File: src/source/spi_idle_timer.sv
// ******************************
// SPI clock stall timer
// ******************************
`timescale 1ns/1ps

module spi_idle_timer #(
	parameter int IDLE_CYCLES = 64
) (
	input logic clk,
	input logic rst_n,
	input logic sclk_edge,
	input logic cs_active,
	output logic stall
);

	localparam int cnt_bits = $clog2(IDLE_CYCLES + 1);
	// stall lands IDLE_CYCLES clocks after the edge
	localparam logic [cnt_bits-1:0] reload = cnt_bits'(IDLE_CYCLES - 1);

	logic [cnt_bits-1:0] cnt;

	always_ff @(posedge clk or negedge rst_n) begin
		if (!rst_n) begin
			cnt <= reload;
			stall <= 1'b0;
		end else if (!cs_active) begin
			// deselect clears the stall and rearms
			cnt <= reload;
			stall <= 1'b0;
		end else if (sclk_edge) begin
			cnt <= reload;
		end else if (cnt == '0) begin
			// sticky until chip select rises
			stall <= 1'b1;
		end else begin
			cnt <= cnt - 1'b1;
		end
	end

endmodule

File: config.mk
export PLATFORM = sky130hd
export DESIGN_NAME = spi_idle_timer
export DESIGN_NICKNAME = d
export VERILOG_FILES = /design/src/source/spi_idle_timer.sv
export SDC_FILE = /design/constraint.sdc
export NUM_CORES = 1
export LEC_CHECK = 0
export BUFFER_PORTS_ARGS = -buffer_cell sky130_fd_sc_hd__clkbuf_2
export CORE_AREA = 10 10 47 49
export DETAILED_ROUTE_END_ITERATION = 8
export DIE_AREA = 0 0 57 59
export SLEW_MARGIN = 20
export SYNTH_ARGS = -nofsm -noshare
export SYNTH_HDL_FRONTEND = slang
export SYNTH_SLANG_ARGS = --single-unit
File: constraint.sdc
create_clock -name clk -period 2.05 [get_ports clk]
set_input_delay 0.205 -clock clk [delete_from_list [all_inputs] [get_ports clk]]
set_output_delay 0.205 -clock clk [all_outputs]
set_load 0.02 [all_outputs]
# ---- Word level (Yosys, flattened, before mapping)
# Cells that the tools add are included.
dict set report word_totals {
  wordCells 14
  register_bits 8
  input_bits 4
}
dict set report op_classes {
  addsub 1
  mux 6
  n_reduce_logical 2
  eq_ne 3
}
# cell n
set op_table {}
lappend op_table {{$mux W7} 3}
lappend op_table {{$logic_not A7 Y1} 1}
lappend op_table {{$sub A7 B1 Y7 const B} 1}
lappend op_table {{$mux W1} 3}
lappend op_table {{$ne A3 B3 Y1 const B} 1}
lappend op_table {{$ne A2 B1 Y1 const B} 1}
lappend op_table {{$ne A2 B2 Y1 const B} 1}
lappend op_table {{$reduce_and A2 Y1} 1}

# ---- Logic depth before layout (Yosys ltp)
dict set report depth {
  ltp_word 4
  depth_mapped 6
  ltp_nobuf 5
}

# ---- Worst setup path after synthesis
# No wires, ideal clock.
dict set report synth_path {
  path_kind {reg2reg}
  start {reg cnt[0]}
  end {reg cnt[0]}
  setup_time_ps 72
  synth_period_minus_slack_ps 1581
  arrival_ps 1510
  required_ps 1978
  path_slack_ps 469
  stages_incl_launch_ff 7
  cell_sequence {dfstp_2 inv_1 ha_1 or4b_1 buf_6 o31a_1 o21ai_1}
}
dict set report synth_via {
  elab_chain_len 4
  word_cells_on_any_way 6
  classes_between {add/sub: 1; eq/ne: 1; mux: 3; reduce/logical: 1}
}
# element line_no
set synth_lines {}
lappend synth_lines {{start, declared} 20} ;# logic [cnt_bits-1:0] cnt;
lappend synth_lines {{start signal, assigned} 24} ;# cnt <= reload;
lappend synth_lines {{start signal, assigned} 28} ;# cnt <= reload;
lappend synth_lines {{start signal, assigned} 31} ;# cnt <= reload;
lappend synth_lines {{$sub A7 B1 Y7} 36} ;# cnt <= cnt - 1'b1;
lappend synth_lines {{$mux W7} 32} ;# end else if (cnt == '0) begin
lappend synth_lines {{$mux W7} 30} ;# end else if (sclk_edge) begin
lappend synth_lines {{$mux W7} 26} ;# end else if (!cs_active) begin
# Parallel ways exist; a longest one is shown, timed or not. The select of a mux whose other input is x is not followed.
# A chain may end at the register's enable or synchronous reset.

# ---- Worst setup path after layout
dict set report layout_path {
  start {reg cnt[1]}
  end {reg cnt[0]}
}
dict set report layout_via {
  elab_chain_len 2
}
# element line_no
set layout_lines {}
lappend layout_lines {{$logic_not A7 Y1} 32}
lappend layout_lines {{$ne A3 B3 Y1 (no line)} -}
# No other way between the ends.

==> out/metrics.yaml <==
grt_antenna_before_repair: 0
cts_sinks: 8
p_clk_frac: 0.424
synth_compound_area_frac: 0.167
clock_path_buffers: 2
period_minus_slack_ns: 1.73
grt-ovfl-total: 0
die-area_um2: 3360
cts_tree: "built"
rsz0062_at_grt: "no"
totalWireLength_um: 853
cellPowerDensity_nw_per_um2: 611
port_buffers: 4
io_pins: 5
grt_pass1_wl_um: 1570
synthMuxAreaShare: 0
r2r_end: "cnt[0]"
finalCritPeriodShare: 0.843
slew_viol_final: 0
synth_xor_area_frac: 0
rows: 14
holdBufCountCts: 1
leakage_nw: 0.222
fin_tns_setup_ns: 0
final_hold_viol_count: 0
tightest_slew_ns: 0.483
coreArea_um2: 1400
reg2reg_depth: 5
synth.avg_cell_area_um2: 9.93
synthAdderAreaFrac: 0.0548
htreeDepth: 1
intPower_uw: 244
slowest_delay_ns: 0.61
cp-endpoint: "cnt[0]"
critPathRequiredTime_ns: 2.23
clk_latency_ns: 0.26
ff2ff_setup_slack_ns: 0.32
cp_slowest_cell: "or4b_1"
power_switching_uw: 69.1
synth_top_area_cell: "dfstp_2"
viasPerCell: 5.24
post-route-drc-count: 0
p_seq_frac: 0.523
status: "completed"
finalSetupViolations: 0
synthArstFlopShare: 1.00
crit_family: "simple AND/OR/NAND/NOR gates"
post_cts_buffers: 0
fmaxAchievable_mhz: 579
startpoint_type: "flop"
syn2layout_area_growth_pct: 12.3
numCtsBuffers: 3
synth_flop_cell: "dfstp_2"
grt_pass1_vias: 387
synth_enable_flop_cells: 0
syn_nets: 52
synth_simple_gate_area_frac: 0.247
yosysTopAreaCellShare: 0.345
cap_viol_max_count: 0
yosysMostFrequentCell: "dfstp_2"
ir_drop_v: 0.000249
diodes: 0
yosysWarnings: 0
path_buf_inv: 1
postRouteAntennaNets: 0
drt_iter0_drc: 5
synth_commonest_cells: "dfstp_2 (6), inv_1 (4), nor4_1 (4)"
fin_ws_ns: 0.322
syn_inst: 46
clock-root-buffer: "clkbuf_4"
final_util: 0.366
startpoint: "cnt[1]"
gp_congestion: 0.742
cts_resized: 0
initial_utilization: 0.326
worst_setup_path_end_kind: "flop"
final_layout_size_suffix_gt1_frac: 0.269
hpwl_um: 661
ys_ff_latch: 8
preCtsSetupSlack_ns: 0.336
grt_util_all_layers: 0.0570
path_cells: "inv_1, ha_1, or4b_1, o31a_1, o21ai_1"
drtPass1Iterations: 3
crit_arrival_ns: 1.91
seq_area_frac_synth: 0.455
synthTopCellsByArea: "dfstp_2 (35%), dfrtp_1 (11%), ha_1 (5.5%), nor4_1 (5.5%), o31a_1 (3.8%)"
swShare: 0.221
min_path_type: "input pin to flop"
wl_per_cell_um: 12.5
syn_area_um2: 457
dieHeight_um: 59
synth_top_family_by_area: "simple AND/OR/NAND/NOR gates"
r2r-start: "cnt[1]"
grt_max_degree: 11
finClkSkew_ns: 0.00852
clk_pin_slew_ns: 0.06
crit_fanout: 10
power_frac_comb: 0.053
crit_type: "flop to flop"
cp_num_cells: 5
nets: 59
maxSlewHeadroom: 0.675
num_vias: 356
synth_cell_types: 26
die_width_um: 57
[layout make-up]
| cell class | count | area (um2) |
|---|---|---|
| inverters | 4 | 15.0 |
| clock buffers | 4 | 26.3 |
| well taps | 16 | 20.0 |
| multi-input cells | 31 | 214 |
| repair buffers | 5 | 30.0 |
| flip-flops and latches | 8 | 208 |
| fillers | 165 | 888 |
[registers in the layout (all words and copies together), names as in the netlist]
register	flops
cnt	7
stall	1
[logic make-up after synthesis]
family	after synthesis
simple gates	18
compound gates	11
flops	8
buf+inv	7
fa+ha+maj	2
[power groups by stage]
stage | clock network (mW) | logic, mW | registers (mW)
final | 0.133 | 0.0165 | 0.164
after global routing | 0.144 | 0.0196 | 0.164
after CTS | 0.138 | 0.0174 | 0.164
after detailed placement | 0 | 0.0159 | 0.166
after global placement | 0 | 0.0157 | 0.166
after floorplan | 0 | 0.00805 | 0.166
[worst register-to-register path, stage by stage, from the launching register on]
cell and delay (ns):
dfstp_2 0.38, inv_1 0.07, ha_1 0.16, or4b_1 0.61, o31a_1 0.30, o21ai_1 0.13
[through the flow]
stage / hold WS (ns) / total power [mW] / instance area (um2) / cells
2_1_floorplan: -0.0906 / 0.174 / 457 / 46
3_3_place_gp: 0.0668 / 0.182 / 477 / 63
3_5_place_dp: 0.0726 / 0.182 / 477 / 63
4_1_cts: 0.157 / 0.320 / 513 / 68
5_1_grt: 0.170 / 0.328 / 513 / 68
6_report: 0.158 / 0.313 / 513 / 68
[worst min-delay path by stage]
stage | start | to | slack, ns | cells past startpoint
6_report | cs_active | stall | 0.16 | 2
5_1_grt | cs_active | stall | 0.17 | 2
4_1_cts | cs_active | stall | 0.16 | 2
3_5_place_dp | rst_n | cnt[6] | 0.07 | 1
3_3_place_gp | rst_n | cnt[6] | 0.07 | 1
2_1_floorplan | rst_n | cnt[6] | -0.09 | 0
[cells in the final DEF (no fill, tap or decap), drive strengths merged]
cell type | synthesis | final
nor4 | 4 | 4
o21a | 1 | 1
nand2b | 2 | 2
ha | 2 | 2
or4b | 1 | 1
o21ai | 3 | 3
o31a | 2 | 2
clkbuf | 1 | 8
nand4 | 1 | 1
nor2b | 2 | 2
nand2 | 2 | 2
o211ai | 1 | 1
dfstp | 6 | 6
nand3 | 2 | 2
a31oi | 1 | 1
dlygate4sd3 | 0 | 1
or3b | 1 | 1
nor2 | 1 | 1
nand4b | 1 | 1
nand3b | 1 | 1
o31ai | 2 | 2
inv | 4 | 4
a21boi | 1 | 1
dfrtp | 2 | 2
[metal layers]
| layer | routed length [um] | vias up | track usage |
|---|---|---|---|
| met4 | 5 | 0 | 0.0302 |
| li1 | - | 183 | - |
| met1 | 400 | 164 | 0.0593 |
| met2 | 394 | 7 | 0.0961 |
| met3 | 53 | 2 | 0.0236 |
| met5 | 0 | - | 0 |
Power figures use the tool's default switching activity.
