## src/source/host_map_pkg.sv

```systemverilog
// ******************************
// APB register map
// ******************************

package host_map_pkg;

	// APB bus widths
	localparam int apb_addr_bits = 8;
	localparam int apb_data_bits = 32;

	// register offsets
	localparam logic [apb_addr_bits-1:0] reg_ctrl = 8'h00;
	localparam logic [apb_addr_bits-1:0] reg_img_addr = 8'h04;
	localparam logic [apb_addr_bits-1:0] reg_img_data = 8'h08;
	localparam logic [apb_addr_bits-1:0] reg_log = 8'h0c;
	localparam logic [apb_addr_bits-1:0] reg_status = 8'h10;

	// control register fields
	localparam int ctrl_enable_bit = 0;

	// status register, log level in the low field
	// overflow count sits directly above it
	localparam int status_level_bits = 8;
	localparam int status_ovf_bits = 8;

endpackage

```

## src/source/host_apb_regs.sv

```systemverilog
// ******************************
// Host APB registers
// ******************************
`timescale 1ns/1ps

module host_apb_regs
	import host_map_pkg::*;
#(
	parameter int IMG_ADDR_BITS = 10,
	parameter int LOG_DEPTH = 8
) (
	input logic clk,
	input logic rst_n,
	input logic [apb_addr_bits-1:0] paddr,
	input logic psel,
	input logic penable,
	input logic pwrite,
	input logic [apb_data_bits-1:0] pwdata,
	input logic [31:0] log_word,
	input logic log_push,
	input logic [7:0] ram_rdata,
	input logic host_gnt,
	output logic [apb_data_bits-1:0] prdata,
	output logic pready,
	output logic pslverr,
	output logic enable,
	output logic host_req,
	output logic host_we,
	output logic [IMG_ADDR_BITS-1:0] host_addr,
	output logic [7:0] host_wdata
);

	localparam int ptr_bits = (LOG_DEPTH > 1) ? $clog2(LOG_DEPTH) : 1;
	localparam int lvl_bits = $clog2(LOG_DEPTH + 1);

	logic access;
	logic xfer;
	logic img_sel;
	logic known;
	logic ro_write;
	logic img_rd_q;
	logic log_pop;
	logic log_wr;
	logic [31:0] log_mem [LOG_DEPTH];
	logic [ptr_bits-1:0] wr_ptr;
	logic [ptr_bits-1:0] rd_ptr;
	logic [lvl_bits-1:0] level;
	logic [status_ovf_bits-1:0] ovf_cnt;
	logic [IMG_ADDR_BITS-1:0] img_ptr;

	function automatic logic [ptr_bits-1:0] ptr_next(input logic [ptr_bits-1:0] p);
		if (p == ptr_bits'(LOG_DEPTH - 1))
			return '0;
		return p + 1'b1;
	endfunction

	assign access = psel & penable;
	assign img_sel = (paddr == reg_img_data);
	// image data waits for the grant, reads take one more cycle for the RAM
	assign pready = !img_sel || (pwrite ? host_gnt : img_rd_q);
	assign xfer = access & pready;
	assign host_req = access & img_sel & host_gnt & (pwrite | ~img_rd_q);
	assign host_we = pwrite;
	assign host_addr = img_ptr;
	assign host_wdata = pwdata[7:0];

	assign known = paddr inside {reg_ctrl, reg_img_addr, reg_img_data, reg_log, reg_status};
	assign ro_write = pwrite & ((paddr == reg_log) | (paddr == reg_status));
	assign pslverr = access & (~known | ro_write);

	// empty log reads as zero and pops nothing
	assign log_pop = xfer & ~pwrite & (paddr == reg_log) & (level != '0);
	// full log drops the new word
	assign log_wr = log_push & (level != lvl_bits'(LOG_DEPTH));

	always_comb begin
		prdata = '0;
		case (paddr)
			reg_ctrl: prdata[ctrl_enable_bit] = enable;
			reg_img_addr: prdata[IMG_ADDR_BITS-1:0] = img_ptr;
			reg_img_data: prdata[7:0] = ram_rdata;
			reg_log: begin
				if (level != '0)
					prdata = log_mem[rd_ptr];
			end
			reg_status: begin
				prdata[status_level_bits-1:0] = status_level_bits'(level);
				prdata[status_level_bits +: status_ovf_bits] = ovf_cnt;
			end
			default: begin
			end
		endcase
	end

	always_ff @(posedge clk or negedge rst_n) begin
		if (!rst_n) begin
			img_rd_q <= 1'b0;
			enable <= 1'b0;
			img_ptr <= '0;
			wr_ptr <= '0;
			rd_ptr <= '0;
			level <= '0;
			ovf_cnt <= '0;
		end else begin
			// RAM read issued this cycle, data is on ram_rdata next cycle
			img_rd_q <= access & img_sel & ~pwrite & host_gnt & ~img_rd_q;
			if (xfer && pwrite && paddr == reg_ctrl)
				enable <= pwdata[ctrl_enable_bit];
			// image pointer post-increments on every data access
			if (xfer && pwrite && paddr == reg_img_addr)
				img_ptr <= pwdata[IMG_ADDR_BITS-1:0];
			else if (xfer && img_sel)
				img_ptr <= img_ptr + 1'b1;
			if (log_wr)
				wr_ptr <= ptr_next(wr_ptr);
			if (log_pop)
				rd_ptr <= ptr_next(rd_ptr);
			if (log_wr && !log_pop)
				level <= level + 1'b1;
			else if (log_pop && !log_wr)
				level <= level - 1'b1;
			// overflow count saturates
			if (log_push && !log_wr && ovf_cnt != '1)
				ovf_cnt <= ovf_cnt + 1'b1;
		end
	end

	always_ff @(posedge clk) begin
		if (log_wr)
			log_mem[wr_ptr] <= log_word;
	end

endmodule

```

## config.mk

```make
export PLATFORM = sky130hd
export DESIGN_NAME = host_apb_regs
export DESIGN_NICKNAME = d
export VERILOG_FILES = /design/src/source/host_map_pkg.sv /design/src/source/host_apb_regs.sv
export SDC_FILE = /design/constraint.sdc
export NUM_CORES = 1
export LEC_CHECK = 0
export BUFFER_PORTS_ARGS = -buffer_cell sky130_fd_sc_hd__buf_2
export CAP_MARGIN = 25
export CORE_AREA = 2 2 142 171
export CTS_BUF_LIST = sky130_fd_sc_hd__clkbuf_16
export CTS_CLUSTER_DIAMETER = 100
export DETAILED_ROUTE_END_ITERATION = 16
export DIE_AREA = 0 0 144 173
export PLACE_DENSITY = 0.79
export SYNTH_ARGS = -nofsm -noshare
export SYNTH_HDL_FRONTEND = slang
export SYNTH_SLANG_ARGS = --single-unit
export TNS_END_PERCENT = 10
```

## constraint.sdc

```tcl
create_clock -name clk -period 4.2 [get_ports clk]
set_input_delay 0.84 -clock clk [delete_from_list [all_inputs] [get_ports clk]]
set_output_delay 0.84 -clock clk [all_outputs]
set_load 0.1 [all_outputs]
```

Yosys cells after proc, flatten, opt, wreduce, memory -nomap -nowiden
Memories as Yosys holds them, arrays and structs flattened.
Cells that the tools add are included.
- bits in registers: 30
- bits in writable memories: 256
- bits of input ports: 87
- output and inout port bits: 55
- logic and storage cells: 80
- memories: 1
- add/subtract/negate cells: 6
- equality and inequality tests: 8
- multiplexer cells: 21
- bitwise operators: 20
- reductions and logical operators: 17
- memories (memory ; depth ; width ; read ports ; clocked after Yosys merged registers in ; wr ports ; RTL line ; RTL):
    log_mem ; 8 ; 32 ; 1 ; 0 ; 1 ; host_apb_regs.sv:44 ; logic [31:0] log_mem [LOG_DEPTH];
- operators by type and width (operator ; number):
    $mux 32 ; 1
    $pmux 7 s4 ; 1
    $mux 10 ; 2
    $eq 8x4->1 const B ; 2
    $mux 16 ; 1
    $and 1x1->1 ; 14
    $mux 3 ; 4
    $pmux 6 s2 ; 1
    $add 10x1->10 const B ; 1
    $add 8x1->8 const B ; 1
    $eq 8x3->1 const B ; 1
    $eq 8x5->1 const B ; 1
    $logic_and 1x1->1 ; 8
    $logic_not 8->1 ; 1
    $mux 4 ; 2
    $ne 8x8->1 const B ; 1
    $mux 1 ; 7
    $add 3x1->3 const B ; 2
    $eq 3x3->1 const B ; 2
    $pmux 2 s3 ; 1
    $pmux 1 s5 ; 1
    $reduce_bool 5->1 ; 1
    $add 4x1->4 const B ; 1
    $ne 4x4->1 const B ; 1
    other kinds (7) ; 14

Logic depth before layout (Yosys ltp)
- depth in word-level cells: 10
- gate-level depth with buffers: 11
- gate-level depth less buffers: 10

Worst setup path after synthesis
OpenSTA, ideal clock, no wires.
- kind: input port to output port
- from: input port paddr[5]
- to: output port host_req
- arrival: 3.908 ns
- data required time: 3.360 ns
- slack: -0.548 ns
- cell stages on the path: 5
- path buffers: 2
- cell sequence: buf_4 -> nor4_4 -> and2_0 -> clkbuf_1 -> nor3b_1
- longest elaborated chain between the ends: 4
- RTL lines (what ; RTL line ; RTL):
    start, declared ; host_apb_regs.sv:14 ; input logic [apb_addr_bits-1:0] paddr,
    $eq 8x4->1 ; host_apb_regs.sv:58 ; assign img_sel = (paddr == reg_img_data);
    $and 1x1->1 (3 in a row) ; host_apb_regs.sv:62 ; assign host_req = access & img_sel & host_gnt & (pwrite | ~img_rd_q);
    end, declared ; host_apb_regs.sv:27 ; output logic host_req,
No other way between the ends.

Worst setup path after layout
- from: input port paddr[1]
- to: output port prdata[8]
- longest elaborated chain between the ends: 2
- elaborated cells between the ends (all ways): 4
- classes of those cells: eq/ne: 3; mux: 1
- RTL lines (what ; RTL line ; RTL):
    $eq 8x5->1 (tied with other cells) ; host_apb_regs.sv:78 ; case (paddr)
    $pmux 2 s3 (*) ; host_apb_regs.sv:78 ;
    end, declared ; host_apb_regs.sv:23 ; output logic [apb_data_bits-1:0] prdata,
Every way passes the cells marked *; elsewhere a longest branch is shown, timed or not.

==> flow_summary.toml <==
[final_layout]
mostFrequentLayoutCells = "256 x edfxtp_1, 87 x buf_2, 64 x mux4_2, 36 x mux2i_1, 33 x buf_12"
area_delta_synth_final_pct = 19.4
fillers = 1593
final_common_cell = "edfxtp_1"
final_net_count = 862
layout-drive-gt1-share_pct = 34.7

[detailed_routing]
wl_met1_mm = 10.0
ant_nets = 0
met2_wirelength_mm = 12.4
via_count = 6394
top_layer_used = "met5"
dr.pass1.iters = 4
drc_errors = 0
wl_met3_mm = 1.62
drt-initial-drc-count = 497
wirelength_mm = 24.6
vias_per_cell = 5.81
avgRoutedWirePerCell_um = 22.3

[timing]
slew_viol_final = 0
period_needed_ns = 3.65
finalHoldViolCount = 0
finClkSkew_ns = 0.0140
tns_ns = 0
finalCritPeriodShare_pct = 86.8
slew_headroom_pct = 48.7
fin_ws_ns = 0.555
fmax_ghz = 0.274
tightest_slew_ns = 0.767
setup_viol = 0
grt_setup_unrepaired = "no"

[placed_design]
dp.final_hpwl_mm = 14.4
port_buffers = 119
place_ws_ns = 0.570
place_congestion = 0.833

[floorplan]
die_x_um = 144
start_util_pct = 51.5
num_io_pins = 142
die_area_um2 = 24900
coreArea_um2 = 23100
rows = 61
die_h_um = 173

[clock_tree]
cts_buffer_depth = 3
postCtsHoldBufs = 0
cts.sinks = 286
ctsResizeCount = 0
numCtsBuffers = 27
cts_max_level = 1
cts_tree = "yes"
clk_pin_slew_ns = 0.07
worstSkewPairLatency_ns = 0.52
postCtsSetupRepairBufs = 0
cts_root_buf = "clkbuf_16"

[run_status]
status = "complete, no violations"

[global_routing]
grt_pass1_wl_mm = 37.3
grt_usage_pct = 19.7
first_global_vias = 6652
grt-ovfl-total = 0
grt_start_max_net_pins = 67
antenna_found_initial = 4

[logic_synthesis]
synth_compound_area_share_pct = 3.17
synth_edf_count = 256
avgSynthCellArea_um2 = 18.6
yosysTopAreaCell = "edfxtp_1"
syn_nets = 737
yosys.area_share.adder_pct = 1.11
syn_area_um2 = 11900
synth_top_family_by_area = "multiplexers"
ys_seq_area_share_pct = 70.9
synth-seq-cells = 286
yosys.area_share.xor_xnor_pct = 0.662
yosys.area_share.simple_pct = 5.60
ys_types = 59
synth_cells = 640
synthTopCellsByArea = "edfxtp_1 65%, mux4_2 12%, dfrtp_1 6.3%"
synthArstFlopShare_pct = 10.5
yosys_warnings = 0
synth_flop_cell = "edfxtp_1"
synth_top_area_share_pct = 64.6
muxShareOfSynthArea_pct = 16.4

[critical_path]
worstSetupPathType = "in -> out"
crit_chain = "buf_2, or4_1, nor3_4, nand3_2, buf_4, o21ai_1, buf_12"
crit_start = "paddr[1]"
worstPathRequired_ns = 3.36
crit_path_top_delay_cell = "or4_1"
cp.arrival_ns = 2.81
cp-end-kind = "primary output"
cpPeakStageDelay_ns = 0.69
timing.rr.end = "level[3]$_DFFE_PN0P_"
rrSetupSlack_ns = 1.12
cp-start-kind = "input pin"
rr_worst_depth = 10
reg2reg_from = "level[0]$_DFFE_PN0P_"
cp_max_fo = 16

[worst_hold_path]
hp-class = "in -> async"

[power_and_ir_drop]
p_leak_uw = 0.00473
ir_drop_mv = 0.360
power.density_nw_per_um2 = 486

[flow_run]
drv_cap = 0
## final cells by class
class / count / area, µm² / area share [%]
Sequential cell: 286 / 8440 / 59.4
Multi-Input combinational cell: 303 / 3270 / 23.0
Timing Repair Buffer: 136 / 1240 / 8.69
Clock buffer: 27 / 676 / 4.75
Tap cell: 315 / 394 / 2.77
Clock inverter: 20 / 151 / 1.06
Inverter: 11 / 41.3 / 0.290
Antenna cell: 3 / 7.51 / 0.0528
## routing by layer
metal	GRT usage (%)	up-vias
li1	-	2832
met1	26.3	3276
met2	33.6	242
met3	3.38	42
met4	5.64	2
met5	0	-
## kinds of logic after synthesis
| family | count (synthesis) |
|---|---|
| flip-flops | 286 |
| AND/OR/NAND/NOR | 115 |
| multiplexers | 113 |
| AO/OA/AOI/OAI | 56 |
| buffers and inverters | 51 |
| adder cells (fa/ha/maj) | 10 |
| XOR/XNOR | 9 |
## power by group
part           internal, µW  switching, µW  leakage [µW]
Clock                  1290            998      0.000404
Combinational           318            560       0.00165
Sequential             3550            189       0.00268
## cells in the mapped netlist (5+ instances only)
cell and instances:
mux2i_1 36, a22oi_1 11, o21ai_1 14, clkbuf_1 11, buf_2 14, dfrtp_1 30
ha_1 9, edfxtp_1 256, and3_1 5, nand2_1 22, buf_4 10, mux4_2 64
inv_1 11, nor2_1 34, mux2_2 9, xnor2_1 7, nor3_1 5, nand3_1 12
o21ai_0 8
## state kept, by name, summed over array words and instances (netlist names)
register,flops
log_mem,256
host_addr,10
ovf_cnt,8
level,4
rd_ptr,3
wr_ptr,3
enable,1
img_rd_q,1
## worst max path at each step
stage / end / slack, ns / cells after the start
floorplan: prdata[0] / -0.09 / 6
global placement: prdata[8] / 0.58 / 7
detailed placement: prdata[8] / 0.57 / 7
CTS: prdata[9] / 0.22 / 5
global route: prdata[9] / 0.45 / 6
finish: prdata[8] / 0.55 / 7
## worst max-delay path, delay by kind of cell
kind                   cells  cell delay, ns
AND/OR/NAND/NOR            3            0.99
AO/OA/AOI/OAI              1            0.36
buffers and inverters      3            0.60
## metrics by stage
step	hold WS (ns)	instance area, µm²	util [%]	cells	total power (µW)
floorplan	0.443	11900	-	640	4320
global placement	0.467	13400	57.8	1050	4620
detailed placement	0.476	13400	57.8	1050	4670
CTS	0.366	14200	61.3	1097	6960
global route	0.417	14200	61.5	1100	7160
finish	0.352	14200	61.5	1101	6900
(Power assumes the default switching activity.)
