<file path="src/source/flash_emu_pkg.sv">
// ******************************
// SPI flash side definitions
// ******************************

package flash_emu_pkg;

	// standard single-lane read, three address bytes then data
	localparam logic [7:0] op_read = 8'h03;

	// JEDEC identifier read, three id bytes then filler
	localparam logic [7:0] op_read_id = 8'h9f;

	// MISO filler when the emulator has nothing to send
	// matches an undriven line with a pull-up
	localparam logic [7:0] idle_byte = 8'hff;

	// command word as logged to the host
	// fields view puts the opcode in the top byte
	// bytes view is indexed in arrival order, bytes[0] is the opcode
	// so the sequencer can drop each received byte straight into place
	typedef union packed {
		struct packed {
			logic [7:0] opcode;
			logic [23:0] addr;
		} fields;
		logic [0:3][7:0] bytes;
	} flash_cmd_t;

endpackage

</file>
<file path="src/source/spi_shifter.sv">
// ******************************
// SPI target shifter
// ******************************
`timescale 1ns/1ps

module spi_shifter
	import flash_emu_pkg::*;
(
	input logic clk,
	input logic rst_n,
	input logic sclk,
	input logic cs_n,
	input logic mosi,
	input logic [7:0] tx_byte,
	input logic tx_load,
	output logic miso,
	output logic [7:0] rx_byte,
	output logic rx_valid,
	output logic cs_active,
	output logic cs_rise,
	output logic sclk_edge
);

	// [1] is the synchronized pin, [2] the previous sample for edges
	logic [2:0] sclk_q;
	logic [2:0] cs_q;
	logic [1:0] mosi_q;
	logic sclk_rise;
	logic sclk_fall;
	logic [2:0] bit_cnt;
	logic [7:0] rx_shift;
	logic [7:0] tx_shift;
	logic [7:0] tx_hold;

	assign sclk_rise = sclk_q[1] & ~sclk_q[2];
	assign sclk_fall = ~sclk_q[1] & sclk_q[2];
	assign sclk_edge = sclk_rise | sclk_fall;
	assign cs_active = ~cs_q[1];
	assign cs_rise = cs_q[1] & ~cs_q[2];
	assign rx_byte = rx_shift;
	// mode 0, MSB first
	assign miso = tx_shift[7];

	always_ff @(posedge clk or negedge rst_n) begin
		if (!rst_n) begin
			sclk_q <= 3'b000;
			cs_q <= 3'b111;
			mosi_q <= 2'b00;
			bit_cnt <= 3'd0;
			rx_valid <= 1'b0;
		end else begin
			sclk_q <= {sclk_q[1:0], sclk};
			cs_q <= {cs_q[1:0], cs_n};
			mosi_q <= {mosi_q[0], mosi};
			rx_valid <= 1'b0;
			// bit position only counts while selected
			if (!cs_active) begin
				bit_cnt <= 3'd0;
			end else if (sclk_rise) begin
				bit_cnt <= bit_cnt + 3'd1;
				// eighth rising edge completes the byte
				rx_valid <= (bit_cnt == 3'd7);
			end
		end
	end

	always_ff @(posedge clk) begin
		// sample mosi on the rising edge
		if (cs_active && sclk_rise)
			rx_shift <= {rx_shift[6:0], mosi_q[1]};

		// falling edge at a byte boundary starts the next byte from the hold register
		// other falling edges move the next bit up
		if (!cs_active)
			tx_shift <= idle_byte;
		else if (sclk_fall)
			tx_shift <= (bit_cnt == 3'd0) ? tx_hold : {tx_shift[6:0], 1'b1};

		// hold falls back to filler once consumed
		if (!cs_active)
			tx_hold <= idle_byte;
		else if (tx_load)
			tx_hold <= tx_byte;
		else if (sclk_fall && bit_cnt == 3'd0)
			tx_hold <= idle_byte;
	end

endmodule

</file>
<file path="config.mk">
export PLATFORM = sky130hd
export DESIGN_NAME = spi_shifter
export DESIGN_NICKNAME = d
export VERILOG_FILES = /design/src/source/flash_emu_pkg.sv /design/src/source/spi_shifter.sv
export SDC_FILE = /design/constraint.sdc
export NUM_CORES = 1
export LEC_CHECK = 0
export BUFFER_PORTS_ARGS = -buffer_cell sky130_fd_sc_hd__buf_2
export CORE_MARGIN = 5
export CORE_UTILIZATION = 55
export DETAILED_ROUTE_END_ITERATION = 8
export PLACE_DENSITY = 0.76
export SLEW_MARGIN = 15
export SYNTH_ARGS = -nofsm -noshare
export SYNTH_HDL_FRONTEND = slang
export SYNTH_SLANG_ARGS = --single-unit
</file>
<file path="constraint.sdc">
create_clock -name clk -period 2.8 [get_ports clk]
set_clock_uncertainty 0.15 [all_clocks]
set_input_delay 0.28 -clock clk [delete_from_list [all_inputs] [get_ports clk]]
set_output_delay 0.28 -clock clk [all_outputs]
set_load 0.005 [all_outputs]
</file>
======== After elaboration in Yosys (flattened, before gate mapping) ========
Cells that the tools add are included.
operators by class
  eq/ne operators ......................... 1
  reductions and logical operators ........ 5
  muxes and demuxes ....................... 7
  bitwise logic cells ..................... 8
  add/subtract/negate cells ............... 1
operators with widths
  cell                 count
  $mux 8               3
  $mux 3               2
  $not 1->1            4
  $reduce_bool 2->1    2
  $add 3x1->3 const B  1
  $and 1x1->1          3
  $eq 3x3->1 const B   1
  $logic_not 3->1      1
  $logic_and 1x1->1    2
  $mux 1               2
  $or 1x1->1           1
storage, ports and cells
  word-level logic and storage cells ...... 30
  register bits ........................... 36
  bits of input ports ..................... 14

======== Depth between registers and ports, before layout ========
Gate-level depths: netlist (run 1).
  depth in word-level cells ............... 5
  depth in mapped cells ................... 6
  mapped depth without buffers ............ 5

======== Worst setup path after synthesis (run 1) ========
OpenSTA, ideal clock, no wires.
  path kind ............................... register to register
  start point ............................. reg sclk_q[2]
  end point ............................... reg rx_shift[0] (netlist: rx_byte[0]) (enable)
  path slack .............................. 1.171 ns
  library setup time ...................... 0.374 ns
  arrival time ............................ 1.105 ns
  period minus slack after synthesis ...... 1.629 ns
  cell stages (with the launch flop) ...... 4
  path through ............................ dfrtp_1 > inv_1 > ha_1 > nor2b_1
between the ends
  cells in the longest elaborated chain, start to end .. 3
ends and longest elaborated chain
  what                    line               RTL
  start, declared         spi_shifter.sv:25  logic [2:0] sclk_q;
  start signal, assigned  spi_shifter.sv:52  sclk_q <= {sclk_q[1:0], sclk};
  $not 1->1               spi_shifter.sv:35  assign sclk_rise = sclk_q[1] & ~sclk_q[2];
  $and 1x1->1             spi_shifter.sv:35
  $logic_and 1x1->1       spi_shifter.sv:69  if (cs_active && sclk_rise)
  end signal, assigned    spi_shifter.sv:70  rx_shift <= {rx_shift[6:0], mosi_q[1]};
  end, declared           spi_shifter.sv:31  logic [7:0] rx_shift;
Every way passes these cells.
A chain may end at the register's enable or synchronous reset.

======== Final worst setup path (run 1) ========
  start point ............................. reg sclk_q[2]
  end point ............................... reg rx_shift[5] (netlist: rx_byte[5]) (enable)
Same word-level chain as after synthesis.

==> impl_metrics.csv, run 1 <==
group,metric,value,unit
sta,fin_crit_sh,63.4,%
detailed_routing,drcViolationCount,0,
setup_path,critPathKind,"register to register",
detailed_routing,vias_per_cell,5.08,
sta,hold_viol_final,0,
synthesis,yosysWarnings,0,
detailed_routing,drtPass1Iterations,5,
sta,tns,0,ps
setup_path,path_max_fanout,9,
placement,io_buffers,26,
cts,root_buffer,"clkbuf_4",
cts,cts_buffers,5,
layout,final_net_count,171,
layout,area_growth,18.0,%
sta,whs,21.5,ps
layout,design_area,1670,um2
pwr,p_leak,0.736,nW
setup_path,crit_path_cell_trace,"inv_1 -> ha_1 -> nor2b_1",
global_routing,gr-total-overflow,0,
cts,cts_tree,"done",
floorplanning,start_util,57.0,%
setup_path,cp-end-kind,"register",
cts,htree_levels,2,
floorplanning,die_w,60.7,um
layout,antennaDiodeCount,0,
sta,rsz0062_at_grt,"false",
synthesis,synth_cell_types,21,
placement,placed_cell_area,1550,um2
synthesis,syn-num-nets,140,
cts,clockBufferDepth,2,
cts,clock-sinks,36,
layout,drive_gt1_share,30.7,%
sta,fmax,563,MHz
setup_path,slowest_delay,590,ps
min_path,hold_path.class,"input port to register",
synthesis,synth_edf_count,8,
cts,path_clk_slew,110,ps
floorplanning,die_area,3680,um2
pwr,p_per_area,610,nW/um2
setup_path,crit_required,2630,ps
layout,post-route-util,67.3,%
floorplanning,rows,18,
synthesis,syn_area,1410,um2
layout,final_cell_mix,"buf_2, dfxtp_1, nand3_1",
pwr,vdd_drop_max,0.667,mV
global_routing,grt_max_degree,25,
detailed_routing,detail_route.wl_per_cell,12.3,um
setup_path,worst_path_max_delay_cell,"nor2b_1",
setup_path,cp_top_family,"simple AND/OR/NAND/NOR gates",
floorplanning,ios,27,
layout,layout.cells.non_filler,183,
synthesis,ys_ff_latch,36,
sta,slew_viol_final,0,
synthesis,syn_avg_cell_area,11.7,um2
global_routing,track_usage,14.1,%
detailed_routing,vias,930,
placement,dp_cells,171,
cts,clock_latency,340,ps
synthesis,ys.flop_type,"dfxtp_1",
detailed_routing,ant_nets,0,
synthesis,syn_inst,121,
global_routing,first_global_vias,806,
floorplanning,die_h,60.7,um
sta,setup_violations,0,
setup_path,cp-start-kind,"register",
global_routing,antenna_found_initial,0,
floorplanning,core_area,2480,um2
synthesis,seq_area_frac_synth,61.2,%
run,drv_cap,0,
detailed_routing,drt-initial-drc-count,44,
placement,gp_congestion,0.731,
sta,relSlewSlack,54.5,%
layout,final_common_cell,"buf_2",
global_routing,grt_first_pass_wirelength,3.73,mm
sta,period_needed,1780,ps
setup_path,crit_arrival,1610,ps
setup_path,path_buf_inv,1,
placement,dp_hpwl,1.61,mm
synthesis,async_reset_ff_share,33.3,%
sta,worst_slew_pin_slew,682,ps
outcome,status,"finished clean",
detailed_routing,drt_wl_total,2.26,mm
-- per-stage QoR --
step / total power [mW] / setup WS (ps)
floorplan: 0.641 / 1170
global placement: 0.663 / 1080
detailed placement: 0.668 / 1020
CTS: 1.03 / 1000
global route: 1.07 / 875
finish: 1.02 / 1020
-- metal layers --
layer | share of wire, % | wire length [um] | global-route usage [%]
met4 | 1.7 | 39 | 7.43
met2 | 43 | 963 | 18.6
met5 | 0 | 0 | 0
met1 | 49 | 1110 | 20.5
met3 | 6.4 | 144 | 4.47
-- worst min-delay path: stages --
cell and delay [ps]:
buf_2 70, nor2b_1 30, o21ai_1 90
-- repair_timing --
item | 4_1_cts | 5_1_grt
setup buffers | 0 | 0
resized for setup | 0 | 0
endpoints found under the hold margin | 15 | 0
hold buffers | 4 | 0
-- final timing paths --
path / start / end / slack, ps / cells past startpoint
setup / recovery: sclk_q[2] / rx_byte[5] / 1020 / 3
hold / removal: tx_byte[2] / tx_hold[2] / 20 / 3
setup reg to reg: sclk_q[2] / rx_byte[5] / 1020 / 3
hold reg to reg: sclk_q[0] / sclk_q[1] / 210 / 0
max in group asynchronous: rst_n / cs_q[0] / 2080 / 2
min in group asynchronous: rst_n / sclk_q[0] / 170 / 2
-- cell type report --
cell class | instances | area, um2
multi-input combinational | 65 | 458
tap | 30 | 37.5
fill | 208 | 811
clock buffer | 5 | 37.5
timing repair buffer | 31 | 178
clock inverter | 3 | 42.5
inverter | 13 | 48.8
sequential | 36 | 865
-- flip-flops by register name, summed over array words and instances, names as in the netlist --
name,cells
mosi_q,2
cs_q,3
tx_hold,8
rx_valid,1
bit_cnt,3
tx_shift,8
rx_byte,8
sclk_q,3
-- cells by family (layout without fill, tap and decap cells) --
group           Yosys count  after routing  share of synthesized area [%]
flops                    36             36                           61.2
xor+xnor                  1              1                          0.620
mux                       2              2                           1.42
buf+inv                  20             52                           6.38
simple gates             41             41                           18.4
compound gates           16             16                           7.53
fa+ha+maj                 5              5                           4.43
-- report_power, final --
part	internal [mW]	switching (mW)
clock network	0.186	0.171
registers	0.558	0.0148
logic	0.0387	0.0476
-- cells in the mapped netlist, types with 5 or more instances --
library cell	count	area, um2
nand3_1	14	70.1
inv_1	12	45.0
nor2_1	5	18.8
ha_1	5	62.6
dfrtp_1	9	225
nor3_2	8	80.1
edfxtp_1	8	240
o21ai_1	9	45.0
nor2b_1	10	62.6
buf_2	6	30.0
o2111ai_1	7	61.3
dfxtp_1	16	320
Note: power is estimated with default switching activity, not from simulation.
==> run 2, diff against run 1 <==
CORE_UTILIZATION = 48   (was 55)
PLACE_DENSITY = 0.7   (was 0.76)
clock period = 1.6 ns   (was 2.8 ns; I/O delays follow)
==> impl_metrics.csv, run 2 (synthesis gave the netlist of run 1 again) <==
group,metric,value,unit
setup_path,crit_required,1440,ps
layout,final_cell_mix,"buf_2, dfxtp_1, nand3_1",
floorplanning,ios,27,
layout,design_area,1770,um2
setup_path,critPathKind,"register to register",
floorplanning,die_w,64.3,um
layout,final_common_cell,"buf_2",
global_routing,grt_max_degree,24,
layout,layout.cells.non_filler,197,
global_routing,track_usage,13.7,%
sta,period_needed,1500,ps
setup_path,r2r_slack,100,ps
sta,rsz0062_at_grt,"false",
floorplanning,rows,19,
global_routing,antenna_found_initial,0,
floorplanning,start_util,50.8,%
setup_path,cp-start-kind,"register",
detailed_routing,detail_route.wl_per_cell,12.6,um
global_routing,gr-total-overflow,0,
setup_path,rr_worst_depth,3,
setup_path,path_max_fanout,9,
cts,clock-sinks,36,
outcome,status,"finished clean",
setup_path,crit_arrival,1340,ps
setup_path,path_buf_inv,1,
sta,relSlewSlack,70.8,%
sta,fin_crit_sh,93.5,%
min_path,hold_path.class,"input port to asynchronous set/reset pin",
setup_path,r2r-end,"rx_byte[6]",
layout,drive_gt1_share,31.3,%
sta,slew_viol_final,0,
sta,worst_slew_pin_slew,437,ps
sta,tns,0,ps
pwr,vdd_drop_max,0.761,mV
placement,placed_cell_area,1570,um2
detailed_routing,drt-initial-drc-count,18,
sta,hold_viol_final,0,
sta,setup_violations,0,
detailed_routing,drtPass1Iterations,4,
cts,cts_tree,"done",
setup_path,worst_path_max_delay_cell,"dfrtp_1",
setup_path,slowest_delay,400,ps
detailed_routing,drcViolationCount,0,
sta,fmax,668,MHz
detailed_routing,drt_wl_total,2.48,mm
floorplanning,die_h,64.3,um
pwr,p_per_area,919,nW/um2
pwr,p_leak,0.781,nW
global_routing,first_global_vias,1008,
cts,cts_buffers,5,
layout,area_growth,25.2,%
floorplanning,core_area,2780,um2
placement,dp_hpwl,1.71,mm
layout,antennaDiodeCount,0,
placement,io_buffers,26,
cts,htree_levels,2,
layout,final_net_count,184,
setup_path,cp_top_family,"flip-flops",
setup_path,cp-end-kind,"register",
run,drv_cap,0,
detailed_routing,ant_nets,0,
floorplanning,die_area,4130,um2
detailed_routing,vias,981,
cts,clock_latency,330,ps
global_routing,grt_first_pass_wirelength,4.43,mm
setup_path,crit_path_cell_trace,"inv_1 -> ha_1 -> nor2b_2",
placement,gp_congestion,0.731,
cts,path_clk_slew,100,ps
placement,dp_cells,174,
cts,root_buffer,"clkbuf_4",
cts,clockBufferDepth,2,
detailed_routing,vias_per_cell,4.98,
setup_path,r2r-start,"sclk_q[2]",
## run 2: worst max-delay path by stage
| stage | start | end | slack, ps | cells past startpoint |
|---|---|---|---|---|
| 2_1_floorplan | sclk_q[2] | rx_byte[0] | 140 | 3 |
| 3_3_place_gp | sclk_q[2] | rx_byte[7] | 150 | 3 |
| 3_5_place_dp | sclk_q[1] | tx_hold[3] | 70 | 5 |
| 4_1_cts | sclk_q[1] | tx_hold[3] | 40 | 5 |
| 5_1_grt | cs_q[1] | cs_rise | 20 | 3 |
| 6_report | sclk_q[2] | rx_byte[6] | 100 | 3 |
## run 2: area by class of cell
class / instances / area (um2)
Fill cell: 223 / 1010
Sequential cell: 36 / 865
Multi-Input combinational cell: 65 / 464
Timing Repair Buffer: 44 / 295
Inverter: 13 / 56.3
Clock buffer: 8 / 48.8
Tap cell: 31 / 38.8
## run 2: power by group
part           total [mW]  switching [mW]  internal (mW)
Sequential           1.00          0.0258          0.977
Clock               0.439           0.264          0.175
Combinational       0.183          0.0912         0.0921
## run 2: layer usage
metal	GRT usage (%)	vias to the layer above	share of wire (%)
li1	-	500	-
met1	17.0	451	46
met2	21.3	25	48
met3	5.43	5	5.2
met4	5.34	0	1.5
met5	0	-	0
## run 2: through the flow
step                      util, %  hold WS (ps)  power (mW)  setup slack, ps
after detailed placement     56.3          -105        1.18             73.8
after global placement       56.3          -108        1.17              147
after floorplan                 -          -286        1.12              136
after global routing         63.6          97.0        1.73             16.0
after CTS                    62.7          62.1        1.64             38.7
final                        63.6          78.5        1.63              104
## run 2: what timing repair did
item                                    in CTS  in global routing
pin swaps                                    0                  1
gates resized for setup                      1                  5
endpoints found under the setup margin       1                  6
hold buffers                                12                  0
setup buffers                                1                  2
endpoints found under the hold margin       23                  0
